===== config.mk =====
export PLATFORM = sky130hd
export DESIGN_NAME = resp_stage
export DESIGN_NICKNAME = d
export VERILOG_FILES = /design/src/rtl/cache_pkg.sv /design/src/rtl/resp_stage.sv
export VERILOG_INCLUDE_DIRS = /design/src /design/src/include
export SDC_FILE = /design/constraint.sdc
export NUM_CORES = 1
export LEC_CHECK = 0
export ABC_AREA = 1
export ABC_CLOCK_PERIOD_IN_PS = 1780
export BUFFER_PORTS_ARGS = -buffer_cell sky130_fd_sc_hd__buf_2
export CELL_PAD_IN_SITES_DETAIL_PLACEMENT = 1
export CELL_PAD_IN_SITES_GLOBAL_PLACEMENT = 2
export CORE_MARGIN = 1
export CORE_UTILIZATION = 28
export CTS_BUF_LIST = sky130_fd_sc_hd__clkbuf_16
export DETAILED_ROUTE_END_ITERATION = 8
export PLACE_DENSITY_LB_ADDON = 0.15
export SLEW_MARGIN = 20
export SYNTH_ARGS = -nofsm -noshare
export SYNTH_HDL_FRONTEND = slang
export SYNTH_SLANG_ARGS = --single-unit

===== constraint.sdc =====
create_clock -name cpu_intf -period 1.78 [get_ports cpu_intf]
set_clock_uncertainty 0.15 [all_clocks]
set_input_delay 0.534 -clock cpu_intf [delete_from_list [all_inputs] [get_ports cpu_intf]]
set_output_delay 0.534 -clock cpu_intf [all_outputs]
set_load 0.01 [all_outputs]

===== src/include/cache_config.svh =====
`ifndef CACHE_CONFIG_SVH
`define CACHE_CONFIG_SVH

// Cycles between two CPU read strobes
`define REQ_PERIOD 10

// Backing store wait on a miss
`define FILL_WAIT 4

// 16 lines, one word each
`define CACHE_LINES_LOG2 4

// Reuse history ring
`define HIST_DEPTH 8

// Start of the 256-word address window
`define ADDR_BASE 32'h0000_0a00

`endif

===== src/rtl/cache_pkg.sv =====
`include "cache_config.svh"

package cache_pkg;

    typedef logic [31:0] word_t;

    // Word address, no byte offset
    typedef logic [31:0] addr_t;

    typedef logic [`CACHE_LINES_LOG2-1:0] index_t;

    typedef logic [31-`CACHE_LINES_LOG2:0] tag_t;

    // Tag RAM entry
    typedef struct packed {
        logic valid;
        tag_t tag;
    } tag_entry_t;

    // Offset from the address base into the backing store
    typedef logic [7:0] mem_index_t;

    typedef logic [15:0] count_t;

endpackage


===== src/rtl/resp_stage.sv =====
module resp_stage
    import cache_pkg::*;
(
    input  logic   cpu_intf,
    input  logic   rst_n,
    input  logic   done_valid,
    input  addr_t  done_addr,
    input  word_t  done_data,
    input  logic   done_hit,
    output logic   resp_valid,
    output addr_t  resp_addr,
    output word_t  resp_data,
    output logic   resp_hit,
    output count_t hit_count,
    output count_t miss_count
);

    always_ff @(posedge cpu_intf) begin
        if (!rst_n) begin
            resp_valid <= 1'b0;
            hit_count  <= '0;
            miss_count <= '0;
        end else begin
            resp_valid <= done_valid;
            if (done_valid) begin
                // Counters stick at their maximum
                if (done_hit) begin
                    if (hit_count != '1) begin
                        hit_count <= hit_count + 1'b1;
                    end
                end else begin
                    if (miss_count != '1) begin
                        miss_count <= miss_count + 1'b1;
                    end
                end
            end
        end
    end

    always_ff @(posedge cpu_intf) begin
        if (done_valid) begin
            resp_addr <= done_addr;
            resp_data <= done_data;
            resp_hit  <= done_hit;
        end
    end

endmodule


After elaboration in Yosys (flattened, before gate mapping)
Index checks and enable logic that the tools add are counted.

Bits in registers: 98. Latch bits: 0. Memory bits (writable): 0. Bits in read-only memories: 0. Input port bits: 68. Output and inout bits: 98. Logic and storage cells: 13. Memories: 0.

Add/subtract/negate cells: 2. Multipliers: 0. Div/mod/pow operators: 0. Order comparisons: 0. Eq/ne operators: 2. Shift-type cells: 0. Mux-type cells: 0. Bitwise logic cells: 1. Reductions and logical operators: 2.

Operators by type and width (number): 16-bit by 1-bit adder with 16-bit output (second input constant) (2); 16-bit inequality test (second input constant) (2); 3-bit AND reduction (2); 1-bit NOT (1).

Longest topological paths before layout
Depth in word-level cells: 2. Mapped depth: 9. Mapped depth without buffers: 9.

Worst setup path after synthesis
OpenSTA, ideal clock, no wires.

Kind: register to register. Start point: register hit_count[0]. End point: register hit_count[1]. Library setup time: 0.113 ns. Arrival: 1.330 ns. Data required time: 1.517 ns. Setup slack: 0.186 ns. Cell stages (with the launch flop): 9. Path buffers: 0. Period minus slack after synthesis: 1.594 ns. Path through: dfxtp_1 > ha_1 > nand2_1 > nor2_4 > nand3_4 > nor2_8 > nor2_1 > nor2_1 > nor2_1.

Cells in the longest elaborated chain, start to end: 2. Elaborated cells on any way between the ends: 3. Those cells by class: add/sub (1); eq/ne (1); reduce/logical (1).

RTL lines: start: declaration (line resp_stage.sv:14) `output count_t hit_count,`; start signal: assignment (line resp_stage.sv:29) `hit_count <= hit_count + 1'b1;`; parallel branches: the longest is 2 deep, another holds 16-bit by 1-bit adder with 16-bit output.

Parallel ways; which one is timed is not known. A chain may end at the register's enable or synchronous reset.

Worst setup path after layout
Start point: register miss_count[6]. End point: output port miss_count[6].

RTL lines: start: declaration (line resp_stage.sv:15) `output count_t miss_count`; start signal: assignment (line resp_stage.sv:33) `miss_count <= miss_count + 1'b1;`.

No word-level cell between the ends.

==> reports/qor.csv <==
stage,metric,value,unit
finish,nFillCells,1608,
finish,seq_area,2620,um^2
setup_path,cp_max_fo,4,
sta,max_slew_margin,79.8,%
sta,period_share,94.1,%
clock_network,cts_hold_buf,0,
sta,hold_viol_final,0,
setup_path,critPathRequiredTime,1.10,ns
setup_path,timing.reg2reg.setup_slack,0.11,ns
finish,nets,655,
place,hpwl,9.52,mm
power_and_ir_drop,power.density,896,nW/um^2
grt,globalRouteTotalUtil,17.0,%
setup_path,worstSetupStartpointType,register,
die,die_x,121,um
sta,final_max_slew_viol_count,0,
clock_network,clock_latency,0.35,ns
sta,hold_slack,0.209,ns
place,place_congestion,0.737,
yosys,syn-mean-instance-area,10.6,um^2
sta,tightest_slew,0.302,ns
place,placed_cells,751,
clock_network,htreeDepth,3,
power_and_ir_drop,total_power,5.04,mW
yosys,ys_ff_latch,98,
setup_path,path_cells,"buf_4, buf_2",
grt,antenna_found_initial,1,
yosys,synthCells,372,
setup_path,path_buf_inv,2,
sta,finalSetupViolCount,0,
die,die_h,121,um
route,via_per_inst,4.36,
clock_network,cts.sinks,98,
finish,drive_gt1_share,43.7,%
route,firstDrtPassIters,4,
yosys,yosysSeqAreaShare,66.2,%
setup_path,critPathSlowestCell,dfxtp_1,
finish,multiInputGateArea,1200,um^2
power_and_ir_drop,comb_power_share,8.5,%
yosys,syn-num-nets,442,
power_and_ir_drop,sequentialPowerShare,51.7,%
setup_path,reg2reg_to,hit_count[1]$_SDFFE_PN0P_,
hold_path,min_to,resp_addr[20]$_DFFE_PP_,
die,core_area,13800,um^2
power_and_ir_drop,p_leak,2.53,nW
clock_network,path_clk_slew,0.07,ns
power_and_ir_drop,power.internal,3.86,mW
die,start_util,28.5,%
clock_network,root_buffer,clkbuf_16,
run_status,status,completed,
hold_path,hp-start,done_addr[20],
die,dieArea,14600,um^2
route,vias,3364,
setup_path,max_stage_delay,0.36,ns
clock_network,clock_path_buffers,2,
power_and_ir_drop,ir_drop,0.401,mV
route,dr.first_iter.drc_count,167,
grt,grt_pass1_wl,18.5,mm
grt,first_global_vias,3429,
power_and_ir_drop,power.switching,1.18,mW
clock_network,cts_tree,done,
power_and_ir_drop,swShare,23.5,%
place,place_ws,-0.0605,ns
finish,area_growth_syn_to_layout,42.6,%
hold_path,hold_path_class,primary input to register,
sta,setup_slack,0.105,ns
place,port_buffers,165,
die,ios,166,
route,wl_per_cell,15.6,um
die,rows,43,
power_and_ir_drop,clkPwrFrac,39.8,%
setup_path,critical_path_class,register to output port,
job,cap_violations,0,
grt,overflow,0,
yosys,yosys_warnings,0,
sta,max_freq,597,MHz
setup_path,worstSetupStartpoint,miss_count[6]$_SDFFE_PN0P_,
setup_path,reg2regPathDepth,9,
setup_path,cpLargestDelayFamily,flip-flops,
route,routed_wl,12.0,mm
finish,layoutNonFillerInstCount,771,
grt,grt_start_max_net_pins,41,
setup_path,worst-endpoint-arrival,0.99,ns
hold_path,hold_depth,1,
yosys,synth_cell_types,26,
sta,finalCriticalPeriod,1.68,ns
yosys,synthesis.area,3950,um^2
route,postRouteAntennaNets,0,
setup_path,endpoint_kind,output port,
setup_path,r2r-start,hit_count[1]$_SDFFE_PN0P_,
sta,fin_setup_tns,0,ns
route,drc_errors,0,
clock_network,numCtsBuffers,9,
[cell usage in the layout (no fill, tap or decap)]
cell,n
inv_1,29
buf_2,165
nor2_2,10
nand2_1,86
nand2_4,1
nand2_2,3
nand4_4,2
inv_6,3
nor3_2,1
nand4_1,8
nor2_4,4
dfxtp_2,3
clkbuf_16,9
nor2_8,2
nand3_4,1
o21ai_1,5
buf_12,2
bufinv_16,1
xor2_1,4
inv_2,5
edfxtp_1,65
buf_4,39
nor2_1,61
ha_2,2
o21ai_0,1
nand3_1,19
diode_2,1
nand3_2,3
clkinvlp_4,2
a21oi_1,16
xnor2_1,3
nor3_1,5
dfxtp_1,30
[metrics by stage]
| step | utilization (%) | instance area [um^2] |
|---|---|---|
| after global placement | 38.2 | 5280 |
| after floorplan | - | 3950 |
| after detailed placement | 38.2 | 5280 |
| after global routing | 40.7 | 5630 |
| after CTS | 40.4 | 5580 |
| final | 40.7 | 5630 |
[final cells by class]
| type | instances | area share, % |
|---|---|---|
| antenna | 1 | 0.0445 |
| clock buffer | 9 | 4.00 |
| clock inverter | 7 | 1.33 |
| inverter | 33 | 2.20 |
| multi-input combinational | 237 | 21.3 |
| sequential | 98 | 46.5 |
| tap | 180 | 4.00 |
| timing repair buffer | 206 | 20.6 |
[layer usage]
layer	GRT usage, %	part of all wire [%]	wire length [um]	vias to the layer above
met4	7.18	1.6	192	0
met3	4.06	6.5	786	12
met5	0	0	0	-
li1	-	-	-	1658
met1	20.6	43	5190	1587
met2	28.7	49	5860	107
[state kept, by name (all words and copies together), names as in the netlist]
signal	count
miss_count	16
resp_addr	32
hit_count	16
resp_hit	1
resp_valid	1
resp_data	32
[cells in the mapped netlist]
library cell	count	area, um^2
ha_1	2	25.0
nor2_4	4	45.0
nand3_1	20	100
nand3_4	1	17.5
buf_2	2	10.0
nor3_1	6	30.0
nor2_2	10	62.6
nor2_1	61	229
inv_1	28	105
nand2_1	86	323
dfxtp_1	33	661
clkbuf_1	1	3.75
nor2_8	2	40.0
o21ai_1	5	25.0
nand4_4	2	42.5
nand2_2	3	18.8
nand2_4	1	11.3
edfxtp_1	65	1950
inv_2	5	18.8
buf_6	1	11.3
a21oi_1	16	80.1
xnor2_1	3	26.3
nand3_2	2	20.0
o21ai_0	1	5.00
nand4_1	8	50.1
xor2_1	4	35.0
[power groups by stage]
stage                     Sequential [mW]  Clock (mW)  Combinational (mW)
after floorplan                      2.74           0              0.0571
after global placement               2.65           0               0.427
after detailed placement             2.66           0               0.437
after CTS                            2.61        2.08               0.439
after global routing                 2.62        2.16               0.471
final                                2.61        2.01               0.430
[timing repair]
action / CTS / global route
setup buffers: 0 / 3
resized for setup: 0 / 7
setup endpoints to repair: 0 / 14
[how the worst max path moves through the flow]
stage	endpoint	slack, ns	cells past startpoint
6_report	miss_count[6]	0.10	2
5_1_grt	hit_count[1]$_SDFFE_PN0P_	-0.02	9
4_1_cts	miss_count[12]$_SDFFE_PN0P_	0.04	9
3_5_place_dp	miss_count[9]$_SDFFE_PN0P_	-0.06	8
3_3_place_gp	miss_count[9]$_SDFFE_PN0P_	-0.01	8
2_1_floorplan	hit_count[1]$_SDFFE_PN0P_	0.19	8
[cells by family (layout without fill, tap and decap cells)]
family	after synthesis	after routing	synth area share [%]
AO/OA/AOI/OAI	22	22	2.79
XOR/XNOR	7	7	1.55
adder cells (fa/ha/maj)	2	2	0.634
buffers and inverters	37	255	3.77
flip-flops	98	98	66.2
other	0	1	0
AND/OR/NAND/NOR	206	206	25.1
Note: power is estimated with default switching activity, not from simulation.
