--- config.mk ---
export PLATFORM = sky130hd
export DESIGN_NAME = line_fill
export DESIGN_NICKNAME = d
export VERILOG_FILES = /design/src/rtl/cache_pkg.sv /design/src/rtl/line_fill.sv /design/src/rtl/sync_ram.sv
export VERILOG_INCLUDE_DIRS = /design/src /design/src/include
export SDC_FILE = /design/constraint.sdc
export NUM_CORES = 1
export LEC_CHECK = 0
export ABC_CLOCK_PERIOD_IN_PS = 10940
export BUFFER_PORTS_ARGS = -buffer_cell sky130_fd_sc_hd__buf_4
export CORE_AREA = 2 2 166 250
export DETAILED_ROUTE_END_ITERATION = 10
export DIE_AREA = 0 0 168 252
export PLACE_DENSITY = 0.79
export SKIP_LAST_GASP = 1
export SLEW_MARGIN = 20
export SYNTH_ARGS = -nofsm -noshare
export SYNTH_HDL_FRONTEND = slang
export SYNTH_HIERARCHICAL = 1
export SYNTH_SLANG_ARGS = --single-unit
--- constraint.sdc ---
create_clock -name cpu_intf -period 10.94 [get_ports cpu_intf]
set_clock_uncertainty 0.15 [all_clocks]
set_input_delay 1.094 -clock cpu_intf [delete_from_list [all_inputs] [get_ports cpu_intf]]
set_output_delay 1.094 -clock cpu_intf [all_outputs]
set_load 0.02 [all_outputs]
--- src/include/cache_config.svh ---
`ifndef CACHE_CONFIG_SVH
`define CACHE_CONFIG_SVH

// Cycles between two CPU read strobes
`define REQ_PERIOD 10

// Backing store wait on a miss
`define FILL_WAIT 4

// 16 lines, one word each
`define CACHE_LINES_LOG2 4

// Reuse history ring
`define HIST_DEPTH 8

// Start of the 256-word address window
`define ADDR_BASE 32'h0000_0a00

`endif
--- src/rtl/cache_pkg.sv ---
`include "cache_config.svh"

package cache_pkg;

    typedef logic [31:0] word_t;

    // Word address, no byte offset
    typedef logic [31:0] addr_t;

    typedef logic [`CACHE_LINES_LOG2-1:0] index_t;

    typedef logic [31-`CACHE_LINES_LOG2:0] tag_t;

    // Tag RAM entry
    typedef struct packed {
        logic valid;
        tag_t tag;
    } tag_entry_t;

    // Offset from the address base into the backing store
    typedef logic [7:0] mem_index_t;

    typedef logic [15:0] count_t;

endpackage

--- src/rtl/line_fill.sv ---
`include "cache_config.svh"

module line_fill
    import cache_pkg::*;
(
    input  logic       cpu_intf,
    input  logic       rst_n,
    input  logic       look_valid,
    input  addr_t      look_addr,
    input  logic       look_hit,
    output logic       tag_wr_en,
    output index_t     tag_wr_index,
    output tag_entry_t tag_wr_entry,
    output logic       done_valid,
    output addr_t      done_addr,
    output word_t      done_data,
    output logic       done_hit,
    output mem_index_t mem_rd_index,
    input  word_t      mem_rd_data
);

    typedef enum logic {
        ST_IDLE,
        ST_FILL
    } state_t;

    localparam int WAIT_W = $clog2(`FILL_WAIT + 1);

    state_t            state;
    logic [WAIT_W-1:0] wait_cnt;
    logic              fill_done;
    addr_t             cur_addr;
    addr_t             mem_offset;
    index_t            look_index;
    word_t             data_rd_data;

    assign look_index = look_addr[`CACHE_LINES_LOG2-1:0];
    assign fill_done = (state == ST_FILL) && (wait_cnt == WAIT_W'(`FILL_WAIT - 1));

    // Backing store index stays put for the whole fill
    assign mem_offset = cur_addr - `ADDR_BASE;
    assign mem_rd_index = mem_offset[$bits(mem_index_t)-1:0];

    assign done_addr = cur_addr;
    assign done_data = done_hit ? data_rd_data : mem_rd_data;

    // Refill of tag and data lands in the done cycle of a miss
    assign tag_wr_en = done_valid && !done_hit;
    assign tag_wr_index = cur_addr[`CACHE_LINES_LOG2-1:0];
    assign tag_wr_entry.valid = 1'b1;
    assign tag_wr_entry.tag = cur_addr[31:`CACHE_LINES_LOG2];

    sync_ram #(
        .entry_t    (word_t),
        .DEPTH_LOG2 (`CACHE_LINES_LOG2)
    ) u_data_ram (
        .cpu_intf (cpu_intf),
        .wr_en    (tag_wr_en),
        .wr_index (tag_wr_index),
        .wr_data  (mem_rd_data),
        .rd_index (look_index),
        .rd_data  (data_rd_data)
    );

    always_ff @(posedge cpu_intf) begin
        if (!rst_n) begin
            state      <= ST_IDLE;
            wait_cnt   <= '0;
            done_valid <= 1'b0;
        end else begin
            done_valid <= 1'b0;
            case (state)
                ST_IDLE: begin
                    wait_cnt <= '0;
                    if (look_valid) begin
                        if (look_hit) begin
                            done_valid <= 1'b1;
                        end else begin
                            state <= ST_FILL;
                        end
                    end
                end
                ST_FILL: begin
                    wait_cnt <= wait_cnt + 1'b1;
                    if (fill_done) begin
                        done_valid <= 1'b1;
                        state      <= ST_IDLE;
                    end
                end
                default: state <= ST_IDLE;
            endcase
        end
    end

    always_ff @(posedge cpu_intf) begin
        if (look_valid) begin
            cur_addr <= look_addr;
            done_hit <= look_hit;
        end
    end

endmodule

--- src/rtl/sync_ram.sv ---
module sync_ram #(
    parameter type entry_t = logic [31:0],
    parameter int DEPTH_LOG2 = 4
) (
    input  logic                  cpu_intf,
    input  logic                  wr_en,
    input  logic [DEPTH_LOG2-1:0] wr_index,
    input  entry_t                wr_data,
    input  logic [DEPTH_LOG2-1:0] rd_index,
    output entry_t                rd_data
);

    localparam int DEPTH = 2 ** DEPTH_LOG2;

    entry_t mem [DEPTH];

    // Read before write on a shared index
    always_ff @(posedge cpu_intf) begin
        if (wr_en) begin
            mem[wr_index] <= wr_data;
        end
        rd_data <= mem[rd_index];
    end

endmodule

* Word-level counts from Yosys, hierarchy flattened
Memories as Yosys holds them, arrays and structs flattened. A register that Yosys moved wholly into a read port is not among the register bits.
Cells that the tools add are included.
Widths: inputs -> output; s select.
** Word-level totals
- Memories :: 1
- RAM bits :: 512
- Bits in registers :: 38
- Output and inout port bits :: 108
- Logic and storage cells :: 25
- Input port bits :: 68
** Cells by class
- Reduce and logical (&&, ||, !) cells :: 3
- Bitwise logic cells :: 1
- Mux-type cells :: 12
- Add/subtract/negate cells :: 2
- Equality and inequality tests :: 1
** Memory list
- u_data_ram.mem :: depth 16, bits a word 32, rd ports 1, clocked after Yosys merged registers in 1, wr ports 1, line sync_ram.sv:15 : entry_t mem [DEPTH];
** Operators by type and width (number)
- $mux 32 :: 1
- $mux 1 :: 8
- $sub 8x1->8 const B :: 1
- $pmux 3 s2 :: 1
- $pmux 1 s2 :: 2
- $add 3x1->3 const B :: 1
- $eq 3x2->1 const B :: 1
- $logic_and 1x1->1 :: 2
- $logic_not 1->1 :: 1
- $not 1->1 :: 1

* Logic depth before layout (Yosys ltp)
- Depth after elaboration :: 4
- Mapped depth :: 5

* By module
Netlist, hierarchy kept.
** Modules (own cells, without submodules)
- sync_ram :: cells each 838, area each 19854.0 µm², times used 1
- line_fill :: cells each 131, area each 2047.0 µm², times used 1

* Worst setup path before layout
Ideal clock, no wire load.
- Path type :: flip-flop to flip-flop
- Start :: register done_hit
- End :: memory u_data_ram/mem[0][0] (netlist name) (enable)
- Data arrival time :: 4.008 ns
- Period minus slack after synthesis :: 4.619 ns
- Required time :: 10.329 ns
- Library setup time :: 0.461 ns
- Setup slack :: 6.321 ns
- Cell stages (with the launch flop) :: 6
- Cells stage by stage :: edfxtp_1 buf_6 buf_12 nor2b_1 or3b_2 nor3_1
** Between the ends
- Cells in the longest elaborated chain, start to end :: 4
** Ends and longest elaborated chain
- start: declaration :: line line_fill.sv:17 : output logic done_hit,
- start signal: assignment :: line line_fill.sv:98 : done_hit <= look_hit;
- $logic_not 1->1 :: line line_fill.sv:48 : assign tag_wr_en = done_valid && !done_hit;
- $logic_and 1x1->1 :: line line_fill.sv:48
- net tag_wr_en :: line line_fill.sv:11 : output logic tag_wr_en,
- $mux 1 :: line sync_ram.sv:19 : if (wr_en) begin
- $mux 1 (implied by the code) :: line sync_ram.sv:20 : mem[wr_index] <= wr_data;
- end: declaration :: line sync_ram.sv:15
The timed path passes the listed nets, and every way through them passes these cells.

==> results.cfg <==
[run_status]
outcome = finished clean

[timing]
max_freq_mhz = 301
min_period_ns = 3.32
relSlewSlack = 0.262
slew_viol_final = 0
grt_setup_unrepaired = false
setup_tns_ns = 0
tightest_slew_ns = 1.11
setup_viol = 0
fin_crit_sh = 0.304
hold_violations = 0

[routing]
drt-total-wl_um = 46100
avgRoutedWirePerCell_um = 27.5
vias_per_cell = 6.20
drtIter0Drc = 1088
first_pass_iters = 5
ant_nets = 0
vias = 10400
drc = 0

[cells_and_area]
fill_cells = 2526
stdcell_count = 1676
n_antenna_cell = 0
area_growth_pct = 15.0
seq_area_um2 = 17100
nets = 1202
multiInputGateArea_um2 = 4320
drive_gt1_frac = 0.384

[floorplan]
die_area_um2 = 42300
fp.dieW_um = 168
rows = 90
die_height_um = 252
coreArea_um2 = 40000
ios = 176
initial_core_util = 0.548

[power_and_ir_drop]
p_per_area_nw_per_um2 = 179
ir_worst_vdd_uv = 119
power.leakage_nw = 8.43

[setup_path]
critPathArrivalTime_ns = 3.61
crit_fanout = 49
crit_type = in -> reg
required_ns = 11.23
end_kind = flop
startpoint_type = input port

[clocking]
clock-sinks = 582
cts_resized = 0
numCtsBuffers = 49
clock_path_buffers = 3
cts_tree = yes
clk_latency_ns = 0.56
root_buffer = clkbuf_16
htreeDepth = 2
cts.hold.buffers_added = 0
cts_setup_buffers = 0
clkTransAtPathRegs_ns = 0.07

[grt]
overflow = 0
grt_usage = 0.221
grt_pass1_wl_um = 68000
grt_max_degree = 86
antenna_found_initial = 0
grt_pass1_vias = 10800

[place]
hpwl_um = 23100
placed_cells = 1585
gp_congestion = 0.716
io_buffers = 174

[synth]
yosysSeqAreaShare = 0.781
ys_warn_count = 6
ys_types = 28
synth-seq-cells = 582
syn_nets = 1040
postSynthCellCount = 969
syn_avg_cell_area_um2 = 22.6
mappedNetlistArea_um2 = 21900

[run]
max-cap-violations = 0

[worst_hold_path]
holdCritPathClass = reg -> reg
==> critical path: stages <==
cell and delay (ns):
clkbuf_8 0.40, buf_16 0.36, buf_4 0.76, mux4_2 0.61, a22oi_1 0.22, nand2_1 0.09
==> metal layers <==
metal,vias to the layer above,global-route usage,wire [um]
li1,4295,-,-
met2,599,0.384,23800
met4,0,0.0760,1400
met1,5400,0.285,16900
met3,95,0.0350,4000
met5,-,0,0
==> cells in the mapped netlist <==
master	count	share of area
nand2b_1	2	0.00057
buf_2	4	0.00091
and2_1	1	0.00029
nor2_1	15	0.0026
mux2_2	3	0.0015
conb_1	1	0.00017
nor2b_1	4	0.0011
nand3b_1	2	0.00069
and3_1	1	0.00029
nand3_1	2	0.00046
nand4b_1	1	0.00040
a22oi_1	64	0.022
nand2_1	35	0.0060
buf_4	52	0.018
nor3_1	4	0.00091
buf_1	9	0.0015
inv_1	1	0.00017
dfxtp_1	37	0.034
edfxtp_1	545	0.75
ha_1	3	0.0017
buf_6	3	0.0015
or3b_2	1	0.00040
nor3b_1	1	0.00034
o21a_1	1	0.00034
clkbuf_1	17	0.0029
mux2_4	29	0.020
mux4_2	128	0.13
buf_12	3	0.0027
==> final cells by class <==
type,instances,area share
Clock inverter,22,0.00839
Tap cell,506,0.0251
Sequential cell,582,0.679
Timing Repair Buffer,199,0.0603
Multi-Input combinational cell,298,0.172
Clock buffer,68,0.0556
Inverter,1,0.000149
==> through the flow <==
stage                     hold slack (ns)  total power [mW]  utilization  setup WS [ns]  cell area (um^2)
after floorplan                     0.247              2.71            -           6.32             21900
after global placement              0.259              2.82        0.589           6.90             23600
after detailed placement            0.282              2.83        0.589           6.88             23600
after CTS                           0.298              4.55        0.630           7.45             25200
after global routing                0.327              4.64        0.630           7.35             25200
final                               0.294              4.52        0.630           7.62             25200
==> placed cells by master, fill, tap and decap left out, drive strengths merged <==
cell,n
clkinvlp,2
edfxtp,545
or3b,1
nor3,4
conb,1
mux2,32
nand4b,1
dfxtp,37
nor2b,4
clkinv,14
buf,198
and3,1
ha,3
nand2,35
nor3b,1
nor2,15
and2,1
nand2b,2
nand3,2
nand3b,2
a22oi,64
clkbuf,69
mux4,128
o21a,1
inv,3
bufinv,4
==> logic make-up after synthesis <==
| logic type | after synthesis | synth area share |
|---|---|---|
| AND/OR/NAND/NOR | 69 | 0.0141 |
| other | 1 | 0.000171 |
| AO/OA/AOI/OAI | 65 | 0.0223 |
| buffers and inverters | 89 | 0.0277 |
| adder cells (fa/ha/maj) | 3 | 0.00171 |
| flip-flops | 582 | 0.781 |
| multiplexers | 160 | 0.153 |
==> flip-flops by register name, indices dropped and copies added (netlist names) <==
| register | cells |
|---|---|
| done_hit | 1 |
| wait_cnt | 3 |
| done_valid | 1 |
| state | 1 |
| done_addr | 32 |
| u_data_ram/rd_data | 32 |
| u_data_ram/mem | 512 |
==> power breakdown <==
group | switching [mW] | total (mW) | internal, mW
clock | 0.749 | 1.74 | 0.989
sequential | 0.0171 | 2.48 | 2.46
combinational | 0.165 | 0.300 | 0.135
==> final timing paths <==
check                          from                          endpoint  slack (ns)  cells after the start
max reg2reg      done_hit$_DFFE_PP_  u_data_ram/mem[11][18]$_DFFE_PP_        7.86                      5
min reg2reg  wait_cnt[0]$_SDFF_PN0_            wait_cnt[0]$_SDFF_PN0_        0.29                      1
min          wait_cnt[0]$_SDFF_PN0_            wait_cnt[0]$_SDFF_PN0_        0.29                      1
max                    look_addr[0]    u_data_ram/rd_data[15]$_DFF_P_        7.62                      6
(Power assumes the default switching activity.)
