**src/rtl/sync_ram.sv**
```systemverilog
module sync_ram #(
    parameter type entry_t = logic [31:0],
    parameter int DEPTH_LOG2 = 4
) (
    input  logic                  cpu_intf,
    input  logic                  wr_en,
    input  logic [DEPTH_LOG2-1:0] wr_index,
    input  entry_t                wr_data,
    input  logic [DEPTH_LOG2-1:0] rd_index,
    output entry_t                rd_data
);

    localparam int DEPTH = 2 ** DEPTH_LOG2;

    entry_t mem [DEPTH];

    // Read before write on a shared index
    always_ff @(posedge cpu_intf) begin
        if (wr_en) begin
            mem[wr_index] <= wr_data;
        end
        rd_data <= mem[rd_index];
    end

endmodule

```
**config.mk**
```make
export PLATFORM = sky130hd
export DESIGN_NAME = sync_ram
export DESIGN_NICKNAME = d
export VERILOG_FILES = /design/src/rtl/sync_ram.sv
export SDC_FILE = /design/constraint.sdc
export NUM_CORES = 1
export LEC_CHECK = 0
export BUFFER_PORTS_ARGS = -buffer_cell sky130_fd_sc_hd__clkbuf_2
export CAP_MARGIN = 25
export CORE_MARGIN = 2
export CORE_UTILIZATION = 40
export DETAILED_ROUTE_END_ITERATION = 8
export PLACE_DENSITY = 0.66
export SYNTH_ARGS = -nofsm -noshare
export SYNTH_HDL_FRONTEND = slang
export SYNTH_SLANG_ARGS = --single-unit
```
**constraint.sdc**
```tcl
create_clock -name cpu_intf -period 3.5 [get_ports cpu_intf]
set_input_delay 0.35 -clock cpu_intf [delete_from_list [all_inputs] [get_ports cpu_intf]]
set_output_delay 0.35 -clock cpu_intf [all_outputs]
set_load 0.1 [all_outputs]
```
# Word-level counts from Yosys, hierarchy flattened
# Memory sizes are Yosys's and may differ from the RTL's. A register that Yosys moved wholly into a read port is not among the register bits.
# Index checks and enable logic that the tools add are counted.
dict set report totals {
  latch_bits 0
  mem_bits_ro 0
  out_inout_bits 32
  mem_count 1
  input_bits 42
  mem_bits_rw 512
  register_bits 0
}
dict set report classes {
  n_eq_ne 0
  div 0
  bitwise 0
  shift 0
  addsub 0
  mul 0
  reduce_logical 0
  n_mux 2
  order_cmp 0
}
# memory depth word_bits rd rd_clocked_by_memory_dff write_ports line
set mem_list {}
lappend mem_list {mem 16 32 1 1 1 15} ;# entry_t mem [DEPTH];
# cell count
set ops {}
lappend ops {{$mux 1} 2}

# Longest topological paths before layout
# Gate-level depths: netlist of the first run.
dict set report depth {
  ltp_word 2
  mapped_depth 5
}

# Worst setup path before layout of the first run
# OpenSTA, ideal clock, no wires.
dict set report synth_timing {
  path_type {input port to flip-flop}
  from {in wr_index[2]}
  to {mem mem[0][0] (netlist bit) (enable)}
  arrival_time_ns 3.068
  n_path_buf 0
  cell_stages 2
  slack_ns -0.030
  cell_sequence {or3b_2 > nor3_1}
}
# element line
set synth_rtl {}
lappend synth_rtl {{from (decl)} 7} ;# input logic [DEPTH_LOG2-1:0] wr_index,
lappend synth_rtl {{to (decl)} 15}
# Straight into the memory's write port.

# Worst setup path in the final report of the first run
dict set report layout_timing {
  from {in wr_index[2]}
  to {mem mem[1][27] (netlist bit) (enable)}
}
# Straight into the memory's write port.

==> run metrics, run 1 <==
WL final 40800 um; synth top area cells edfxtp_1 (77%), mux4_2 (15%), dfxtp_1 (3.2%), a22oi_1 (2.4%), nand2_1 (0.62%); Synth Instances ~840; wire per inst 24.6 um; via count 8966; post-synthesis net count a little under 900; initial core utilization 40.6%; full die area 51400 um2; Iter 0 DRT Violations just over 700; Critical Path End Type flop; share of cells above drive strength 1 32.6%; clock buffer depth 3; CTS tree done; final net count roughly 1000; gpl congestion between 0.7 and 0.8; power per standard cell area roughly 590 nW/um2; CP Cell Sequence clkbuf_2 > or3b_2 > nor2_4 > buf_4; Critical Path Fanout Max 25; post-CTS sizing 0; setup repair after global routing missed its margin no; clk_skew 0.00780 ns; Finish-stage setup viols 0; Peak VDD IR around 0.32 mV; status completed; Syn Area/Cell 23.7 um2; dpl hpwl 22200 um; Die Y-Extent around 230 um; num rows between 80 and 90; number of port buffers between 70 and 80; post-route DRC violation count 0; share of the synthesized area in the top cell type 77.4%; Mapped Area 19900 um2; most frequent cells in the layout edfxtp_1 (512), mux4_2 (128), clkbuf_2 (71); CTS HTree Levels 2; Hold Fails Final Rpt 0; slowest CP cell nor2_4; number of fillers in the final layout about 4000; Yosys cell types 18; GRT Max-Usage Layer met2; Vias/cell roughly 5.4; GR Util met1 21.4%; Core Region 49000 um2; Reg clk slew, reported paths about 0.060 ns; slowest stage delay, CP roughly 0.74 ns; Layout area overhead 15.7%; total of max-cap violations 0; Required @ worst endpoint 3.77 ns; GRT Overall Usage ~16%; Slew Limit Fails 0; Main synth FF type edfxtp_1; cts bufs inserted 52; Tot Pwr approximately 14 mW; Max Freq ~0.55 GHz; first-pass iteration count of the detailed router 5; commonest non-fill, non-tap cell in the layout edfxtp_1; Hold Buf Count CTS 0; cell taking the most area after synthesis edfxtp_1; Die Span X 227 um; crit path DAT roughly 2.1 ns; Slew @ Worst Pin just over 0.9 ns; GR Util met3 2.94%; Slew HR a little under two fifths; critical path class in -> reg; # diodes 0; crit path time final between 1.5 and 2 ns; post-synthesis sequential area ratio about four fifths; EDFF count, synth 512; period utilization 52.2%; boundary pin count 74; initial antenna violation count 4; setup repair bufs after CTS 0; first-pass GRT wire length around 60000 um; async set-or-reset flop fraction in the synthesized netlist 0%; Critical Path Source Type primary input; critical path buffer and inverter count 2; Worst path top cell family by delay simple AND/OR/NAND/NOR gates; Synth Warn # 0; grt total ovfl 0; clk root buf clkbuf_16; Hold WC Path Type in -> reg; Clock Latency Late Sink 0.56 ns; largest net degree at the start of global routing 44; clock sink count around 540; setup TNS 0 ns; vias in the first global route between 9000 and 10000; leakage power total 7.32 nW; post-route ant nets 0; met2 global-route usage around 28%; Seq cells post-synth about 540
worst register-to-register path, stage by stage, from the launching register on:
cell      delay (ns)
edfxtp_1        0.37
mux4_2          0.46
a22oi_1         0.32
nand2_1         0.09
cell type report:
class	count	area [um2]	area share [%]
Clock inverter	19	143	0.621
Timing Repair Buffer	105	767	3.34
Multi-Input combinational cell	251	3760	16.4
Clock buffer	76	1450	6.33
Tap cell	664	831	3.62
Sequential cell	544	16000	69.7
per-layer routing:
layer	wire length (um)	vias up
li1	-	3824
met1	16900	4837
met4	691	8
met2	21200	231
met3	2060	66
met5	49	-
kinds of logic after synthesis:
kind of cell	count (synthesis)	share of synthesized area, %
and+or+nand+nor	59	1.27
AOI/OAI and AO/OA	64	2.42
buffers and inverters	43	1.12
DFF	544	80.7
muxes	128	14.5
report_power, final:
group,internal (mW),total (mW),switching (mW)
combinational,0.270,0.954,0.683
sequential,7.28,7.33,0.0425
clock,3.02,5.28,2.26
sequential cells by signal (all words and copies together), names as in the netlist:
signal,cells
mem,512
rd_data,32
synthesized netlist by cell type, types with 4 or more instances:
cell type	instances
nor3_1	4
dfxtp_1	32
buf_1	9
nor2_1	13
buf_2	4
edfxtp_1	512
a22oi_1	64
nand2_1	33
buf_4	11
clkbuf_1	17
mux4_2	128
path summary, 6_finish.rpt:
check | startpoint | to | slack, ns | depth (start not counted)
worst min register to register | mem[14][21] | rd_data[21] | 0.67 | 3
worst min-delay path | wr_data[13] | mem[4][13] | 0.20 | 1
worst max register to register | mem[0][30] | rd_data[30] | 2.14 | 3
worst max-delay path | wr_index[2] | mem[1][27] | 1.67 | 4
stage by stage:
| step | worst slack, ns | hold slack (ns) | utilization [%] | cell area, um2 | cells |
|---|---|---|---|---|---|
| floorplan | 0.271 | 0.449 | - | 19900 | 838 |
| global placement | 1.11 | 0.655 | 43.6 | 21300 | 1562 |
| detailed placement | 1.06 | 0.667 | 43.7 | 21400 | 1564 |
| CTS | 1.64 | 0.183 | 46.9 | 23000 | 1659 |
| global route | 1.61 | 0.202 | 46.9 | 23000 | 1659 |
| finish | 1.67 | 0.204 | 46.9 | 23000 | 1659 |
Note: power is estimated with default switching activity, not from simulation.
==> run 2, diff against run 1 <==
PLACE_DENSITY = 0.64   (was 0.66)
clock period = 1.7 ns   (was 3.5 ns; I/O delays follow)
==> run 2 against run 1 <==
Core utilization rose by 2.0 points. Largest cell class unchanged. Critical path type is now reg -> out. Combinational power increased by 120%. Critical path depth decreased by 3. Hold slack got worse by 0.18 ns. Clock power increased by 120%.
==> run metrics, run 2 (synthesis gave the netlist of run 1 again) <==
Max Freq between 0.6 and 0.7 GHz; grt total ovfl 0 (unchanged); power per standard cell area 1200 nW/um2 (+100%); Core Region 49000 um2 (unchanged); first-pass GRT wire length 63600 um (+3.9%); setup TNS 0 ns (unchanged); NetSw 6.40 mW (+110%); max reg flops 512 (unchanged); Die Span X 227 um (unchanged); number of fillers in the final layout 3929 (-1.9%); initial core utilization 40.6% (unchanged); Hold WC Path Type in -> reg; Layout area overhead 20.6%; vias in the first global route 9763 (+1.6%); Clock Latency Late Sink 0.59 ns (+0.03 ns); Slew @ Worst Pin 0.877 ns (-0.0479 ns); Finish-stage setup viols 0 (unchanged); full die area 51400 um2 (unchanged); Hold Fails Final Rpt 0 (unchanged); first-pass iteration count of the detailed router 5 (unchanged); dpl hpwl 24900 um (+12%); Place WS 0.00968 ns (-1.05 ns); status completed; crit path time final between 1.5 and 2 ns; WL final 42500 um (+4.0%); Critical Path End Type output port; num rows 81 (unchanged); Critical Path Fanout Max 1 (-96%); share of cells above drive strength 1 35.5% (+2.9 points); leakage power total 7.80 nW (+6.4%); clk root buf clkbuf_16; clk_skew 0.0116 ns (+0.00380 ns); # diodes 0 (unchanged); Reg power frac 52.4% (-1.6 points); critical path class reg -> out; Peak VDD IR 0.799 mV (+150%); Logic pwr share 7.4% (+0.4 points); clock sink count 544 (unchanged); total of max-cap violations 0 (unchanged); initial antenna violation count 1 (-3); slowest stage delay, CP 0.48 ns (-0.26 ns); Top Registers mem: 512 flops, rd_data: 32 flops; Reg clk slew, reported paths 0.06 ns (about the same); critical path buffer and inverter count 1 (-1); Slew Limit Fails 0 (unchanged); boundary pin count 74 (unchanged); final net count 1065 (+6.9%); CP Cell Sequence clkbuf_2; period utilization 95.9%; Iter 0 DRT Violations 935 (+32%); via count 9288 (+3.6%); Slew HR 41.4% (+3.2 points); largest net degree at the start of global routing 33 (-25%); Net Sw Frac 22.2% (+0.19 points); setup repair after global routing missed its margin no; Vias/cell 5.36 (-0.77%); clock network power share 40.2% (+1.3 points); post-route ant nets 0 (unchanged); Biggest register mem; CTS HTree Levels 2 (unchanged); post-route DRC violation count 0 (unchanged); clock buffer depth 3 (unchanged); cts bufs inserted 54 (+3.8%); GRT Overall Usage 17.1% (+0.80 points); commonest non-fill, non-tap cell in the layout edfxtp_1; gpl congestion 0.712 (-2.7%); Worst path top cell family by delay buffers and inverters; wire per inst 24.5 um (-0.37%); Required @ worst endpoint 1.53 ns (-2.24 ns); Critical Path Source Type flop; crit path DAT 1.46 ns (-0.64 ns); setup ws final 0.0704 ns (-1.60 ns); Die Y-Extent 227 um (unchanged); number of port buffers 73 (unchanged); Pint 22.4 mW (+110%); CTS tree done; slowest CP cell clkbuf_2; most frequent cells in the layout edfxtp_1 (512), mux4_2 (128), clkbuf_2 (70)
-- run 2: cell types whose count changed in the layout (fill, tap and decap cells not counted), moves of 2 or more --
cell / delta
clkbuf_16: +2
buf_12: +21
clkbuf_1: -8
dlygate4sd3_1: +19
clkinv_1: +7
nor3_2: -3
bufinv_16: +2
nor3_4: +3
buf_4: +27
-- run 2: layout make-up --
cell class / instances / area (um2) / share of cell area [%]
timing repair buffer: 172 / 1580 / 6.61
clock inverter: 31 / 265 / 1.11
tap: 664 / 831 / 3.47
sequential: 544 / 16000 / 66.9
multi-input combinational: 251 / 3780 / 15.8
clock buffer: 70 / 1470 / 6.15
-- run 2: metal layers --
layer / vias to the layer above / share of wire [%] / GRT usage (%)
li1: 3962 / - / -
met1: 4970 / 43 / 24.5
met2: 293 / 49 / 27.5
met3: 61 / 6.0 / 2.72
met4: 2 / 2.0 / 4.73
met5: - / 0.031 / 0
-- run 2: path summary, 6_finish.rpt --
path	from	endpoint	slack, ns	cells after the start
worst min register to register	mem[14][31]	rd_data[31]	0.66	3
worst max register to register	mem[3][17]	rd_data[17]	0.31	3
worst max-delay path	rd_data[15]	rd_data[15]	0.07	1
worst min-delay path	wr_data[18]	mem[12][18]	0.02	1
-- run 2: repair_timing --
| action | 4_1_cts | 5_1_grt |
|---|---|---|
| setup buffers | 0 | 0 |
| gates resized for setup | 1 | 0 |
| setup endpoints to repair | 1 | 0 |
| hold buffers | 19 | 0 |
| hold endpoints to repair | 292 | 0 |
-- run 2: power by group through the flow --
stage | Combinational, mW | Clock (mW) | Sequential (mW)
after global placement | 2.08 | 0 | 15.4
final | 2.12 | 11.6 | 15.1
after floorplan | 0.724 | 0 | 16.0
after global routing | 2.25 | 12.3 | 15.1
after detailed placement | 2.10 | 0 | 15.4
after CTS | 2.15 | 11.8 | 15.1
-- run 2: stage by stage --
step                instances  hold WS (ns)  area (um2)  total power [mW]  util, %
floorplan                 838         0.269       19900              16.7        -
global placement         1612         0.558       22000              17.5     45.0
detailed placement       1612         0.570       22000              17.5     45.0
CTS                      1732      0.000244       23900              29.1     48.9
global route             1732        0.0352       23900              29.7     48.9
finish                   1732        0.0207       23900              28.8     48.9
