File: src/include/cache_config.svh
`ifndef CACHE_CONFIG_SVH
`define CACHE_CONFIG_SVH

// Cycles between two CPU read strobes
`define REQ_PERIOD 10

// Backing store wait on a miss
`define FILL_WAIT 4

// 16 lines, one word each
`define CACHE_LINES_LOG2 4

// Reuse history ring
`define HIST_DEPTH 8

// Start of the 256-word address window
`define ADDR_BASE 32'h0000_0a00

`endif
File: src/rtl/cache_pkg.sv
`include "cache_config.svh"

package cache_pkg;

    typedef logic [31:0] word_t;

    // Word address, no byte offset
    typedef logic [31:0] addr_t;

    typedef logic [`CACHE_LINES_LOG2-1:0] index_t;

    typedef logic [31-`CACHE_LINES_LOG2:0] tag_t;

    // Tag RAM entry
    typedef struct packed {
        logic valid;
        tag_t tag;
    } tag_entry_t;

    // Offset from the address base into the backing store
    typedef logic [7:0] mem_index_t;

    typedef logic [15:0] count_t;

endpackage

File: src/rtl/tag_lookup.sv
`include "cache_config.svh"

module tag_lookup
    import cache_pkg::*;
(
    input  logic       cpu_intf,
    input  logic       rst_n,
    input  logic       req_valid,
    input  addr_t      req_addr,
    input  logic       tag_wr_en,
    input  index_t     tag_wr_index,
    input  tag_entry_t tag_wr_entry,
    output logic       look_valid,
    output addr_t      look_addr,
    output logic       look_hit
);

    localparam int LINES = 2 ** `CACHE_LINES_LOG2;

    index_t           req_index;
    tag_t             look_tag;
    tag_entry_t       rd_entry;
    logic [LINES-1:0] valid_bits;
    logic             valid_q;

    assign req_index = req_addr[`CACHE_LINES_LOG2-1:0];
    assign look_tag = look_addr[31:`CACHE_LINES_LOG2];

    sync_ram #(
        .entry_t    (tag_entry_t),
        .DEPTH_LOG2 (`CACHE_LINES_LOG2)
    ) u_tag_ram (
        .cpu_intf (cpu_intf),
        .wr_en    (tag_wr_en),
        .wr_index (tag_wr_index),
        .wr_data  (tag_wr_entry),
        .rd_index (req_index),
        .rd_data  (rd_entry)
    );

    // Valid bits live in flops so every line reads as invalid after reset
    always_ff @(posedge cpu_intf) begin
        if (!rst_n) begin
            valid_bits <= '0;
        end else if (tag_wr_en) begin
            valid_bits[tag_wr_index] <= tag_wr_entry.valid;
        end
    end

    always_ff @(posedge cpu_intf) begin
        if (!rst_n) begin
            look_valid <= 1'b0;
            valid_q    <= 1'b0;
        end else begin
            look_valid <= req_valid;
            valid_q    <= valid_bits[req_index];
        end
    end

    always_ff @(posedge cpu_intf) begin
        if (req_valid) begin
            look_addr <= req_addr;
        end
    end

    // Tag RAM output lines up with look_addr one cycle after the request
    assign look_hit = valid_q && rd_entry.valid && (rd_entry.tag == look_tag);

endmodule

File: src/rtl/sync_ram.sv
module sync_ram #(
    parameter type entry_t = logic [31:0],
    parameter int DEPTH_LOG2 = 4
) (
    input  logic                  cpu_intf,
    input  logic                  wr_en,
    input  logic [DEPTH_LOG2-1:0] wr_index,
    input  entry_t                wr_data,
    input  logic [DEPTH_LOG2-1:0] rd_index,
    output entry_t                rd_data
);

    localparam int DEPTH = 2 ** DEPTH_LOG2;

    entry_t mem [DEPTH];

    // Read before write on a shared index
    always_ff @(posedge cpu_intf) begin
        if (wr_en) begin
            mem[wr_index] <= wr_data;
        end
        rd_data <= mem[rd_index];
    end

endmodule

File: config.mk
export PLATFORM = sky130hd
export DESIGN_NAME = tag_lookup
export DESIGN_NICKNAME = d
export VERILOG_FILES = /design/src/rtl/cache_pkg.sv /design/src/rtl/tag_lookup.sv /design/src/rtl/sync_ram.sv
export VERILOG_INCLUDE_DIRS = /design/src /design/src/include
export SDC_FILE = /design/constraint.sdc
export NUM_CORES = 1
export LEC_CHECK = 0
export BUFFER_PORTS_ARGS = -buffer_cell sky130_fd_sc_hd__buf_2
export CORE_ASPECT_RATIO = 0.9
export CORE_MARGIN = 2
export CORE_UTILIZATION = 40
export CTS_BUF_LIST = sky130_fd_sc_hd__clkbuf_8
export DETAILED_ROUTE_END_ITERATION = 8
export PLACE_DENSITY = 0.53
export SYNTH_ARGS = -nofsm -noshare
export SYNTH_HDL_FRONTEND = slang
export SYNTH_HIERARCHICAL = 1
export SYNTH_SLANG_ARGS = --single-unit
File: constraint.sdc
create_clock -name cpu_intf -period 7.3 [get_ports cpu_intf]
set_input_delay 1.095 -clock cpu_intf [delete_from_list [all_inputs] [get_ports cpu_intf]]
set_output_delay 1.095 -clock cpu_intf [all_outputs]
set_load 0.005 [all_outputs]
# ---- Word level (Yosys, flattened, before mapping)
# Memory sizes are Yosys's and may differ from the RTL's. A register that Yosys moved wholly into a read port is not among the register bits.
# Index checks and enable logic that the tools add are counted.
dict set report op_classes {
  magnitude_cmp 3
  eq_ne 1
  n_mux 7
  n_reduce_logical 3
}
# op n
set ops {}
lappend ops {{28-bit == test} 1}
lappend ops {{16-bit bitwise mux} 1}
lappend ops {{4-bit by 5-bit < comparator with 1-bit output (second input constant)} 2}
lappend ops {{1-bit binary-select mux with 4-bit select} 1}
lappend ops {{1-bit demux with 4-bit select} 1}
lappend ops {{4-bit by 1-bit greater-or-equal comparator with 1-bit output (second input constant)} 1}
lappend ops {{1-bit 2-to-1 mux} 4}
lappend ops {{1-bit logical AND} 3}
dict set report totals {
  regBits 50
  ram_bits 464
  n_memories 1
}
# name words word_bits rd rd_clocked_by_memory_dff wr line_no
set memory_table {}
lappend memory_table {u_tag_ram.mem 16 29 1 1 1 sync_ram.sv:15} ;# entry_t mem [DEPTH];

# ---- Longest topological paths before layout
dict set report depth {
  ltp_word 5
  mapped_depth 6
  mapped_depth_nobuf 4
}

# ---- Hierarchy
# Netlist, hierarchy kept.
# module instances cells_each area_per_inst_um2 seq_area_each_um2
set by_module_without_submodules {}
lappend by_module_without_submodules {sync_ram 1 761 18032.3 14513.9}
lappend by_module_without_submodules {tag_lookup 1 176 2194.6 1321.3}

# ---- Worst setup path after synthesis
# No wires, ideal clock.
dict set report synth_path {
  path_type {input port to flip-flop}
  startpoint {input tag_wr_index[2]}
  endpoint {memory u_tag_ram/mem[0][0] (netlist name) (enable)}
  setup_ns 0.452
  arrival_time_ns 3.612
  setup_slack_ns 3.236
  stages 2
  path_cell_list {or3b_2 > nor3_1}
}
# element line_no
set synth_lines {}
lappend synth_lines {{from (decl)} tag_lookup.sv:11} ;# input index_t tag_wr_index,
lappend synth_lines {{to (decl)} sync_ram.sv:15}
# No word-level cell before the write port.

# ---- Worst setup path after layout
dict set report layout_path {
  startpoint {register look_addr[14]}
  endpoint {output look_hit}
}
dict set report layout_between {
  elab_chain_cells 2
}
# element line_no
set layout_lines {}
lappend layout_lines {{from (decl)} tag_lookup.sv:14} ;# output addr_t look_addr,
lappend layout_lines {{from (signal assigned)} tag_lookup.sv:62} ;# look_addr <= req_addr;
lappend layout_lines {{28-bit == test} tag_lookup.sv:67} ;# assign look_hit = valid_q && rd_entry.valid && (rd_entry.tag == look_tag);
lappend layout_lines {{1-bit logical AND} tag_lookup.sv:67}
lappend layout_lines {{to (decl)} tag_lookup.sv:15} ;# output logic look_hit
# Every way passes these cells.

==> impl_metrics.env <==
export IMPL_status="complete, no violations"
export IMPL_grt_setup_unrepaired="no"
export IMPL_crit_required_ps=6200
export IMPL_global_route_overflow_total=0
export IMPL_endpoint="look_hit"
export IMPL_final_max_slew_violation_count=0
export IMPL_regToRegSetupSlack_ps=5960
export IMPL_critPathLaunchType="register"
export IMPL_vdd_ir_drop_worst_mv=0.146
export IMPL_wl_met2_mm=23.7
export IMPL_cts_sink_count=543
export IMPL_num_nets_final=1176
export IMPL_grt_pass1_wl_mm=68.9
export IMPL_r2r_end="u_tag_ram/rd_data[27]"
export IMPL_synth_register_bits=543
export IMPL_final_hold_violation_count=0
export IMPL_maxSlewHeadroom=0.298
export IMPL_setup_worst_path_start="look_addr[14]"
export IMPL_timing_worst_slew_pin_value_ps=1050
export IMPL_top_layer_in_use="met5"
export IMPL_dp_slack_ps=3630
export IMPL_worst_hold_path_type="reg2reg"
export IMPL_post_synth_inst_count=937
export IMPL_synth_seq_area_share=0.783
export IMPL_fmax_mhz=248
export IMPL_cts_setup_buffers=0
export IMPL_floorplan_die_width_um=241
export IMPL_max_clock_path_buffers=3
export IMPL_finalInstanceArea_sq_um=23300
export IMPL_setup_tns_ps=0
export IMPL_clock_skew_final_ps=20.1
export IMPL_port_buffers=102
export IMPL_final_cell_count_no_fill=1858
export IMPL_count_of_boundary_i_o_pins=103
export IMPL_mostFrequentLayoutCell="sky130_fd_sc_hd__edfxtp_1"
export IMPL_maxCapViolCount=0
export IMPL_place_hpwl_mm=25.0
export IMPL_cts_resized=0
export IMPL_final_cell_mix="sky130_fd_sc_hd__edfxtp_1, sky130_fd_sc_hd__mux4_2, sky130_fd_sc_hd__buf_2, sky130_fd_sc_hd__clkbuf_8, sky130_fd_sc_hd__a22oi_1"
export IMPL_cts_root_buf="sky130_fd_sc_hd__clkbuf_8"
export IMPL_layout_drive_gt1_share=0.310
export IMPL_r2r_start="u_tag_ram/mem[3][27]"
export IMPL_postLayoutSetupSlackWorst_ps=3270
export IMPL_finalWirelength_mm=48.2
export IMPL_tritoncts_buffer_count=87
export IMPL_drt_pre_antenna_iters=5
export IMPL_synth_warnings=6
export IMPL_m1WireLength_mm=21.1
export IMPL_wl_per_cell_um=25.9
export IMPL_core_region_area_sq_um=50200
export IMPL_via_count_of_the_first_global_routing_pass=10200
export IMPL_grt_start_max_net_pins=65
export IMPL_route_vias_total=9825
export IMPL_area_growth_pct=15.0
export IMPL_number_of_remaining_drc_errors=0
export IMPL_antenna_left=0
export IMPL_place_area_sq_um=21700
export IMPL_die_extent_in_y_um=217
export IMPL_syn_nets=1006
export IMPL_worst_hold_slack_ps=478
export IMPL_clk_transition_reported_paths_ps=60
export IMPL_worstSkewPairLatency_ps=670
export IMPL_initial_utilization=0.403
export IMPL_wl_met3_mm=2.41
export IMPL_static_leakage_power_nw=7.72
export IMPL_worstPathArrival_ps=2930
export IMPL_post_route_util=0.464
export IMPL_total_standard_cell_area_after_synthesis_sq_um=20200
export IMPL_setup_violations=0
export IMPL_fin_crit_sh=0.551
export IMPL_powerDensity_nw_per_um2=268
export IMPL_global_route_usage_total=0.187
export IMPL_cts_htree_levels=3
export IMPL_floorplan_die_area_sq_um=52400
export IMPL_timing_critical_path_fanout_max=2
export IMPL_period_minus_slack_ps=4030
export IMPL_cts_tree="done"
export IMPL_numPlacedInstances=1698
export IMPL_netlist_cell_type_count=29
export IMPL_criticalPathCategory="reg2out"
export IMPL_drt_first_iter_violations=771
export IMPL_place_congestion=0.712
export IMPL_post_layout_total_power_mw=6.24
export IMPL_antenna_violations_before_repair=5
export IMPL_num_fill_cells=4263
export IMPL_end_kind="primary output"
export IMPL_fp_row_count=78
export IMPL_vias_per_cell=5.29
export IMPL_cts_hold_buf=0
export IMPL_ff2ff_path_depth=3
export IMPL_synth_avg_cell_area_sq_um=21.6
## power by group
part / total (mW) / switching (mW) / internal, mW
Sequential: 3.52 / 0.0353 / 3.49
Combinational: 0.336 / 0.201 / 0.135
Clock: 2.38 / 1.16 / 1.22
## logic make-up after synthesis
family / count (synthesis) / synth area share
mux: 128 / 0.138
compound gates: 80 / 0.0285
simple gates: 115 / 0.0272
flops: 543 / 0.783
xor+xnor: 28 / 0.0121
buf+inv: 43 / 0.0116
## critical path, cell delays in order (launching register included)
cell	delay, ps
sky130_fd_sc_hd__edfxtp_1	430
sky130_fd_sc_hd__xor2_1	230
sky130_fd_sc_hd__nor4_1	620
sky130_fd_sc_hd__nand4_1	390
sky130_fd_sc_hd__nor4_1	410
sky130_fd_sc_hd__buf_2	200
## worst min path at each step
stage | from | endpoint | slack [ps] | cells past startpoint
4_1_cts | valid_bits[0] | valid_bits[0] | 480 | 2
3_5_place_dp | valid_bits[0] | valid_bits[0] | 470 | 2
5_1_grt | valid_bits[0] | valid_bits[0] | 510 | 2
3_3_place_gp | valid_bits[0] | valid_bits[0] | 450 | 2
2_1_floorplan | valid_bits[0] | valid_bits[0] | 440 | 2
6_report | valid_bits[0] | valid_bits[0] | 480 | 2
## sequential cells by signal, indices dropped and copies added, names as in the netlist
name / cells
look_addr: 32
u_tag_ram/rd_data: 29
valid_q: 1
u_tag_ram/mem: 464
valid_bits: 16
look_valid: 1
## cell usage after synthesis (all sizes together)
cell / number / area, sq um
xnor2: 9 / 78.8
nor4: 5 / 31.3
nor3: 8 / 40.0
o22ai: 1 / 6.26
nand3: 6 / 30.0
nor2: 23 / 86.3
buf: 21 / 153
dfxtp: 47 / 941
o21ai: 9 / 45.0
nand2b: 5 / 31.3
nand2: 45 / 169
xor2: 19 / 166
a21boi: 10 / 75.1
mux4: 118 / 2680
and2: 2 / 12.5
nand3b: 6 / 45.0
nand4: 4 / 25.0
a22oi: 58 / 435
o211ai: 2 / 15.0
mux2i: 10 / 100
edfxtp: 496 / 14900
clkbuf: 22 / 82.6
nor3b: 1 / 12.5
or3b: 1 / 8.76
nor2b: 8 / 50.1
and2b: 1 / 8.76
## cell type report
type	instances	area (sq um)	share of cell area
antenna	4	10.0	0.000430
timing repair buffer	124	687	0.0295
clock inverter	59	255	0.0110
multi-input combinational	351	4290	0.184
clock buffer	97	1340	0.0574
tap	680	851	0.0366
sequential	543	15800	0.681
## layer usage
layer | GRT usage | vias up
met5 | 0 | -
met4 | 0.0562 | 4
met3 | 0.0408 | 72
met2 | 0.305 | 245
met1 | 0.254 | 5258
li1 | - | 4246
No activity file was read; power rests on OpenSTA's default activity.
